<file path="src/logic/vlsu_pkg.sv">
// vector load/store unit package with bank geometry, beat limits and control encodings
package vlsu_pkg;

    // four 32-bit data memory banks side by side
    localparam int NUM_BANKS = 4;
    localparam int WORD_W = 32;

    // one vector register is one beat across all banks
    localparam int BEAT_W = NUM_BANKS * WORD_W;

    // widest register group (lmul = 4)
    localparam int GROUP_W = 512;

    // data memory word address
    localparam int ADDR_W = 12;

    localparam int MAX_BEATS = 4;
    localparam int BEAT_IDX_W = 2;

    // unit-stride opcodes only
    typedef enum logic [1:0] {
        LSU_IDLE = 2'd0,
        LSU_VLE  = 2'd1,
        LSU_VSE  = 2'd2
    } lsu_op_e;

    typedef enum logic [1:0] {
        S_IDLE  = 2'd0,
        S_STORE = 2'd1,
        S_LOAD  = 2'd2,
        S_DRAIN = 2'd3
    } lsu_state_e;

endpackage

</file>
<file path="src/logic/vlsu_ctrl.sv">
// vector load/store control FSM sequencing beats, memory strobes, capture and done
`timescale 1ns/1ns

module vlsu_ctrl (
    input  logic                            clk,
    input  logic                            nrst,
    input  logic                            start,
    input  vlsu_pkg::lsu_op_e               op,
    input  logic [2:0]                      lmul,
    output logic                            accept,
    output logic [vlsu_pkg::BEAT_IDX_W-1:0] beat_idx,
    output logic                            advance,
    output logic                            mem_write,
    output logic                            mem_read,
    output logic                            capture,
    output logic [vlsu_pkg::BEAT_IDX_W-1:0] capture_idx,
    output logic                            done,
    output logic                            busy
);

    vlsu_pkg::lsu_state_e            state;
    logic [vlsu_pkg::BEAT_IDX_W-1:0] last_idx;
    logic [vlsu_pkg::BEAT_IDX_W-1:0] lmul_last;
    logic                            strobe;
    logic                            last_beat;

    // register group size with other encodings falling back to one register
    always_comb begin
        case (lmul)
            3'd1:    lmul_last = vlsu_pkg::BEAT_IDX_W'(1);
            3'd2:    lmul_last = vlsu_pkg::BEAT_IDX_W'(vlsu_pkg::MAX_BEATS - 1);
            default: lmul_last = '0;
        endcase
    end

    assign busy = (state != vlsu_pkg::S_IDLE);
    assign accept = start && !busy && (op != vlsu_pkg::LSU_IDLE);
    assign strobe = mem_write || mem_read;
    assign last_beat = (beat_idx == last_idx);
    assign advance = strobe && !last_beat;

    always_ff @(posedge clk or negedge nrst) begin
        if (!nrst) begin
            state <= vlsu_pkg::S_IDLE;
            last_idx <= '0;
            beat_idx <= '0;
            mem_write <= 1'b0;
            mem_read <= 1'b0;
            done <= 1'b0;
        end else begin
            done <= 1'b0;
            case (state)
                vlsu_pkg::S_IDLE: begin
                    if (accept) begin
                        state <= (op == vlsu_pkg::LSU_VSE) ? vlsu_pkg::S_STORE : vlsu_pkg::S_LOAD;
                        last_idx <= lmul_last;
                        beat_idx <= '0;
                    end
                end
                vlsu_pkg::S_STORE, vlsu_pkg::S_LOAD: begin
                    if (!strobe) begin
                        mem_write <= (state == vlsu_pkg::S_STORE);
                        mem_read <= (state == vlsu_pkg::S_LOAD);
                    end else if (last_beat) begin
                        mem_write <= 1'b0;
                        mem_read <= 1'b0;
                        // loads wait one more cycle for the last read word
                        if (state == vlsu_pkg::S_STORE) begin
                            state <= vlsu_pkg::S_IDLE;
                            done <= 1'b1;
                        end else begin
                            state <= vlsu_pkg::S_DRAIN;
                        end
                    end else begin
                        beat_idx <= beat_idx + 1'b1;
                    end
                end
                default: begin
                    state <= vlsu_pkg::S_IDLE;
                    done <= 1'b1;
                end
            endcase
        end
    end

    // read data comes back one cycle after the strobe
    always_ff @(posedge clk or negedge nrst) begin
        if (!nrst) begin
            capture <= 1'b0;
            capture_idx <= '0;
        end else begin
            capture <= mem_read;
            capture_idx <= beat_idx;
        end
    end

    a_rw_exclusive: assert property (@(posedge clk) disable iff (!nrst)
        !(mem_write && mem_read));

    a_done_pulse: assert property (@(posedge clk) disable iff (!nrst)
        done |=> !done);

    a_accept_idle: assert property (@(posedge clk) disable iff (!nrst)
        accept |=> busy);

endmodule

</file>
<file path="src/logic/vlsu_addr_gen.sv">
// bank address generator holding the base and spreading each beat over four banks
`timescale 1ns/1ns

module vlsu_addr_gen (
    input  logic                            clk,
    input  logic                            nrst,
    input  logic                            accept,
    input  logic [vlsu_pkg::ADDR_W-1:0]     base_addr,
    input  logic [vlsu_pkg::BEAT_IDX_W-1:0] beat_idx,
    output logic [vlsu_pkg::ADDR_W-1:0]     bank_addr0,
    output logic [vlsu_pkg::ADDR_W-1:0]     bank_addr1,
    output logic [vlsu_pkg::ADDR_W-1:0]     bank_addr2,
    output logic [vlsu_pkg::ADDR_W-1:0]     bank_addr3
);

    logic [vlsu_pkg::ADDR_W-1:0] base_q;
    logic [vlsu_pkg::ADDR_W-1:0] beat_base;

    always_ff @(posedge clk or negedge nrst) begin
        if (!nrst) begin
            base_q <= '0;
        end else if (accept) begin
            base_q <= base_addr;
        end
    end

    // 4 words per beat, wraps around the top of memory
    assign beat_base = base_q + vlsu_pkg::ADDR_W'({beat_idx, 2'b00});

    assign bank_addr0 = beat_base;
    assign bank_addr1 = beat_base + vlsu_pkg::ADDR_W'(1);
    assign bank_addr2 = beat_base + vlsu_pkg::ADDR_W'(2);
    assign bank_addr3 = beat_base + vlsu_pkg::ADDR_W'(3);

endmodule

</file>
<file path="src/logic/vlsu_store_slicer.sv">
// store data slicer presenting one 128-bit beat per cycle as four bank words
`timescale 1ns/1ns

module vlsu_store_slicer (
    input  logic                         clk,
    input  logic                         nrst,
    input  logic                         accept,
    input  logic                         advance,
    input  logic [vlsu_pkg::GROUP_W-1:0] store_data,
    output logic [vlsu_pkg::WORD_W-1:0]  wdata0,
    output logic [vlsu_pkg::WORD_W-1:0]  wdata1,
    output logic [vlsu_pkg::WORD_W-1:0]  wdata2,
    output logic [vlsu_pkg::WORD_W-1:0]  wdata3
);

    logic [vlsu_pkg::GROUP_W-1:0] data_q;

    always_ff @(posedge clk or negedge nrst) begin
        if (!nrst) begin
            data_q <= '0;
        end else if (accept) begin
            data_q <= store_data;
        end else if (advance) begin
            // next register moves into the low slice
            data_q <= data_q >> vlsu_pkg::BEAT_W;
        end
    end

    // bank 0 gets the least significant word
    assign wdata0 = data_q[0*vlsu_pkg::WORD_W +: vlsu_pkg::WORD_W];
    assign wdata1 = data_q[1*vlsu_pkg::WORD_W +: vlsu_pkg::WORD_W];
    assign wdata2 = data_q[2*vlsu_pkg::WORD_W +: vlsu_pkg::WORD_W];
    assign wdata3 = data_q[3*vlsu_pkg::WORD_W +: vlsu_pkg::WORD_W];

endmodule

</file>
<file path="src/logic/vlsu_load_gather.sv">
// load gather assembling returned bank words into a zero-filled 512-bit register group
`timescale 1ns/1ns

module vlsu_load_gather (
    input  logic                            clk,
    input  logic                            nrst,
    input  logic                            accept,
    input  vlsu_pkg::lsu_op_e               op,
    input  logic                            capture,
    input  logic [vlsu_pkg::BEAT_IDX_W-1:0] capture_idx,
    input  logic [vlsu_pkg::WORD_W-1:0]     rdata0,
    input  logic [vlsu_pkg::WORD_W-1:0]     rdata1,
    input  logic [vlsu_pkg::WORD_W-1:0]     rdata2,
    input  logic [vlsu_pkg::WORD_W-1:0]     rdata3,
    output logic [vlsu_pkg::GROUP_W-1:0]    load_data
);

    logic [vlsu_pkg::BEAT_W-1:0] beat_word;

    assign beat_word = {rdata3, rdata2, rdata1, rdata0};

    // stores leave the last load result untouched
    always_ff @(posedge clk or negedge nrst) begin
        if (!nrst) begin
            load_data <= '0;
        end else if (accept && (op == vlsu_pkg::LSU_VLE)) begin
            // clear so beats past the group end read as zero
            load_data <= '0;
        end else if (capture) begin
            load_data[capture_idx*vlsu_pkg::BEAT_W +: vlsu_pkg::BEAT_W] <= beat_word;
        end
    end

    a_capture_idx: assert property (@(posedge clk) disable iff (!nrst)
        capture |-> !accept && !$isunknown({capture_idx, beat_word}));

endmodule

</file>
<file path="src/logic/vlsu_top.sv">
// vector load/store unit top connecting control, address, store and load datapaths
`timescale 1ns/1ns

module vlsu_top (
    input  logic                         clk,
    input  logic                         nrst,
    input  logic                         start,
    input  vlsu_pkg::lsu_op_e            op,
    input  logic [2:0]                   lmul,
    input  logic [vlsu_pkg::ADDR_W-1:0]  base_addr,
    input  logic [vlsu_pkg::GROUP_W-1:0] store_data,
    input  logic [vlsu_pkg::WORD_W-1:0]  rdata0,
    input  logic [vlsu_pkg::WORD_W-1:0]  rdata1,
    input  logic [vlsu_pkg::WORD_W-1:0]  rdata2,
    input  logic [vlsu_pkg::WORD_W-1:0]  rdata3,
    output logic [vlsu_pkg::ADDR_W-1:0]  bank_addr0,
    output logic [vlsu_pkg::ADDR_W-1:0]  bank_addr1,
    output logic [vlsu_pkg::ADDR_W-1:0]  bank_addr2,
    output logic [vlsu_pkg::ADDR_W-1:0]  bank_addr3,
    output logic [vlsu_pkg::WORD_W-1:0]  wdata0,
    output logic [vlsu_pkg::WORD_W-1:0]  wdata1,
    output logic [vlsu_pkg::WORD_W-1:0]  wdata2,
    output logic [vlsu_pkg::WORD_W-1:0]  wdata3,
    output logic                         mem_write,
    output logic                         mem_read,
    output logic [vlsu_pkg::GROUP_W-1:0] load_data,
    output logic                         done,
    output logic                         busy
);

    logic                            accept;
    logic [vlsu_pkg::BEAT_IDX_W-1:0] beat_idx;
    logic                            advance;
    logic                            capture;
    logic [vlsu_pkg::BEAT_IDX_W-1:0] capture_idx;

    vlsu_ctrl u_ctrl (
        .clk         (clk),
        .nrst        (nrst),
        .start       (start),
        .op          (op),
        .lmul        (lmul),
        .accept      (accept),
        .beat_idx    (beat_idx),
        .advance     (advance),
        .mem_write   (mem_write),
        .mem_read    (mem_read),
        .capture     (capture),
        .capture_idx (capture_idx),
        .done        (done),
        .busy        (busy)
    );

    vlsu_addr_gen u_addr_gen (
        .clk        (clk),
        .nrst       (nrst),
        .accept     (accept),
        .base_addr  (base_addr),
        .beat_idx   (beat_idx),
        .bank_addr0 (bank_addr0),
        .bank_addr1 (bank_addr1),
        .bank_addr2 (bank_addr2),
        .bank_addr3 (bank_addr3)
    );

    vlsu_store_slicer u_store_slicer (
        .clk        (clk),
        .nrst       (nrst),
        .accept     (accept),
        .advance    (advance),
        .store_data (store_data),
        .wdata0     (wdata0),
        .wdata1     (wdata1),
        .wdata2     (wdata2),
        .wdata3     (wdata3)
    );

    vlsu_load_gather u_load_gather (
        .clk         (clk),
        .nrst        (nrst),
        .accept      (accept),
        .op          (op),
        .capture     (capture),
        .capture_idx (capture_idx),
        .rdata0      (rdata0),
        .rdata1      (rdata1),
        .rdata2      (rdata2),
        .rdata3      (rdata3),
        .load_data   (load_data)
    );

endmodule

</file>
<file path="config.mk">
export PLATFORM = sky130hd
export DESIGN_NAME = vlsu_top
export DESIGN_NICKNAME = d
export VERILOG_FILES = /design/src/logic/vlsu_pkg.sv /design/src/logic/vlsu_ctrl.sv /design/src/logic/vlsu_addr_gen.sv /design/src/logic/vlsu_store_slicer.sv /design/src/logic/vlsu_load_gather.sv /design/src/logic/vlsu_top.sv
export SDC_FILE = /design/constraint.sdc
export NUM_CORES = 2
export LEC_CHECK = 0
export BUFFER_PORTS_ARGS = -buffer_cell sky130_fd_sc_hd__buf_2
export CAP_MARGIN = 20
export CORE_AREA = 4 4 524 526
export DETAILED_ROUTE_END_ITERATION = 7
export DIE_AREA = 0 0 528 530
export PLACE_DENSITY_LB_ADDON = 0.2
export SYNTH_ARGS = -nofsm -noshare
export SYNTH_HDL_FRONTEND = slang
export SYNTH_SLANG_ARGS = --single-unit
export TNS_END_PERCENT = 30
</file>
<file path="constraint.sdc">
create_clock -name clk -period 3.5 [get_ports clk]
set_input_delay 0.7 -clock clk [delete_from_list [all_inputs] [get_ports clk]]
set_output_delay 0.7 -clock clk [all_outputs]
set_load 0.05 [all_outputs]
</file>
==> summary.txt <==
Run status
  • Status: complete, but fails checks
  • Failing checks: setup timing

Power and ir drop
  • Peak supply drop: 0.813 mV
  • PD cells: 1190 nW/µm²
  • Overall Power: 71.2 mW
  • Pleak: 30.1 nW

Placement
  • Routability congestion estimate: 0.861
  • Buffers on Ports: 1351
  • Hpwl dp: 169000 µm
  • DP Worst Slack: 130 ps
  • Placed cell area: 55000 µm²

Drt
  • Initial DRC Count: 3134
  • Vias per std cell: 4.27
  • Final ANT Viol Nets: 0
  • Initial DRT Pass Iterations: 8
  • Routed vias: 40900
  • WL per Instance: 24.0 µm
  • DRC: 0
  • Final WL: 230000 µm

CTS
  • Clk buf depth: 3
  • Clock Latency Late Sink: 810 ps
  • CTS tree: done
  • H-tree Lvls: 4
  • Root buf cell: clkbuf_16
  • Total CTS buffers: 137
  • Clock transition time at the flip-flop clock pins of the worst setup and hold paths: 70 ps
  • CTS Sinks: 1048

Setup path
  • Critical Path Start Type: register
  • Critical Path AT: 3130 ps
  • Crit Path Category: reg2out
  • Crit-path max FO: 5
  • Setup crit end kind: output port
  • Critical path required time: 2800 ps

Timing
  • Final max-slew violation count: 0
  • Hold slack: 91.1 ps
  • Final setup fails: 20
  • RSZ-0062 raised after global routing: true
  • Actual slew at the worst max-slew pin: 1220 ps
  • Slew margin rel.: 18.7%
  • Period utilization: 109%
  • Max Clk Rate: 261 MHz
  • Worst Slack Setup Final: -332 ps
  • Post-Route Skew: 42.0 ps
  • Tmin final: 3830 ps
  • Final Hold Viols: 0

Worst hold path
  • Hold Crit Class: in2reg

Synth
  • Yosys reg bits: 1048
  • Post-Syn Area: 44300 µm²
  • Ys Warns: 0
  • Register area share after synthesis: 59.1%
  • Synthesized netlist cell count: 4729
  • Post-synth ARST share: 100%
  • Mean Syn Cell Area: 9.38 µm²
  • Net Count, Synth: 5404
  • Post-synth cell types: 48
  • Top FF cell, synth: dfrtp_1
  • Number of flops mapped to enable cells by yosys: 0

Floorplan
  • Initial Util: 16.4%
  • Core Rows: 191
  • Core area: 270000 µm²
  • Die area: 280000 µm²
  • Chip Width: 528 µm
  • Die Ht: 530 µm
  • I/O pin cnt: 1352

GRT
  • GRT overflow: 0
  • Tot GR Track Use: 15.6%
  • First-pass GRT wire length: 319000 µm
  • Largest net degree at the start of global routing: 146
  • Initial antenna violation count: 104
  • Vias in the first global route: 40500

Job
  • Max cap viols: 0

Final layout
  • Final nets: 6543
  • Most frequent cells in the layout: 1320 x buf_2, 1070 x nand2_1, 1048 x dfrtp_1
  • Final instance area: 60100 µm²
  • Area grow syn2layout: 35.4%
  • Share of layout cells above drive strength 1: 29.9%
  • Post-Route Utilization: 22.2%
  • Commonest non-fill, non-tap cell in the layout: buf_2
==> cell type report <==
class | instances | area (µm²)
Clock buffer | 202 | 4040
Multi-Input combinational cell | 3139 | 15800
Fill cell | 29900 | 210000
Antenna cell | 35 | 87.6
Sequential cell | 1048 | 26200
Tap cell | 3570 | 4470
Timing Repair Buffer | 1518 | 8880
Clock inverter | 40 | 435
Inverter | 24 | 90.1
==> cell families after synthesis <==
family          count (synthesis)  synth area share [%]
compound gates                931                  14.7
xor+xnor                       37                 0.731
fa+ha+maj                      15                 0.440
buf+inv                       542                  6.03
flops                        1048                  59.1
simple gates                 2156                  19.0
==> power breakdown <==
group / switching [mW] / internal (mW)
sequential: 3.22 / 17.6
combinational: 26.9 / 9.30
clock: 5.96 / 8.26
total: 36.0 / 35.1
==> critical path, stage by stage, from the launching register on <==
cell      delay, ps
dfrtp_1         390
ha_4            160
inv_2            40
fa_2            390
nand3b_1        220
xor2_2          190
inv_2           150
buf_4           160
nand2_1          60
nor4_2          190
xnor2_1         160
buf_4           220
==> routing by layer <==
layer / wire length [µm] / vias to the layer above / GRT usage [%]
li1: - / 18300 / -
met1: 96400 / 20600 / 19.8
met2: 105000 / 1562 / 24.3
met3: 20100 / 392 / 5.39
met4: 8300 / 62 / 5.91
met5: 406 / - / 0
==> cell usage after synthesis, types with 2 or more instances <==
cell type,count,area (µm²)
nand2_1,1076,4040
dfrtp_1,1048,26200
nor2_1,905,3400
a22oi_1,512,3840
a31oi_1,387,2420
clkbuf_1,274,1030
nand3_1,136,681
buf_4,135,1010
buf_2,107,536
xnor2_1,32,280
inv_1,22,82.6
ha_1,14,175
nor3_1,10,50.1
o21ai_0,9,45.0
nand2b_1,5,31.3
xor2_1,5,43.8
nor4_1,4,25.0
o211ai_1,4,30.0
a21oi_1,3,15.0
nand3b_1,3,22.5
nor3b_1,3,22.5
nor4b_2,3,45.0
a21o_1,2,15.0
buf_1,2,7.51
inv_2,2,7.51
nor4_2,2,25.0
o211ai_2,2,25.0
o21a_1,2,15.0
==> registers in the layout, indices dropped and copies added, names as in the netlist <==
signal / cells
u_addr_gen.base_q: 12
u_ctrl.beat_idx: 2
u_ctrl.capture: 1
u_ctrl.capture_idx: 2
u_ctrl.done: 1
u_ctrl.last_idx: 2
u_ctrl.mem_read: 1
u_ctrl.mem_write: 1
u_ctrl.state: 2
u_load_gather.load_data: 512
u_store_slicer.data_q: 512
==> through the flow <==
stage                     setup TNS (ps)  std cells
after global placement                 0       9288
final                              -4600       9576
after floorplan                    -1490       4729
after global routing               -9000       9563
after CTS                          -8160       9541
after detailed placement               0       9288
==> repair_timing <==
item,in CTS,in global routing
pin swaps,10,9
cloned,0,0
endpoints found under the hold margin,53,0
resized for setup,65,21
hold buffers,6,0
buffers inserted,5,1
setup endpoints to repair,34,33
==> final timing paths <==
check | from | endpoint | slack, ps | cells after the start
setup / recovery | u_addr_gen.base_q[2] | bank_addr1[9] | -330 | 11
max in group asynchronous | nrst | u_load_gather.load_data[456] | 1790 | 4
hold reg to reg | u_store_slicer.data_q[502] | u_store_slicer.data_q[502] | 490 | 2
setup reg to reg | u_ctrl.state[0] | u_load_gather.load_data[332] | 880 | 7
min in group asynchronous | nrst | u_store_slicer.data_q[73] | 550 | 2
hold / removal | store_data[498] | u_store_slicer.data_q[498] | 90 | 3
(Power assumes the default switching activity.)
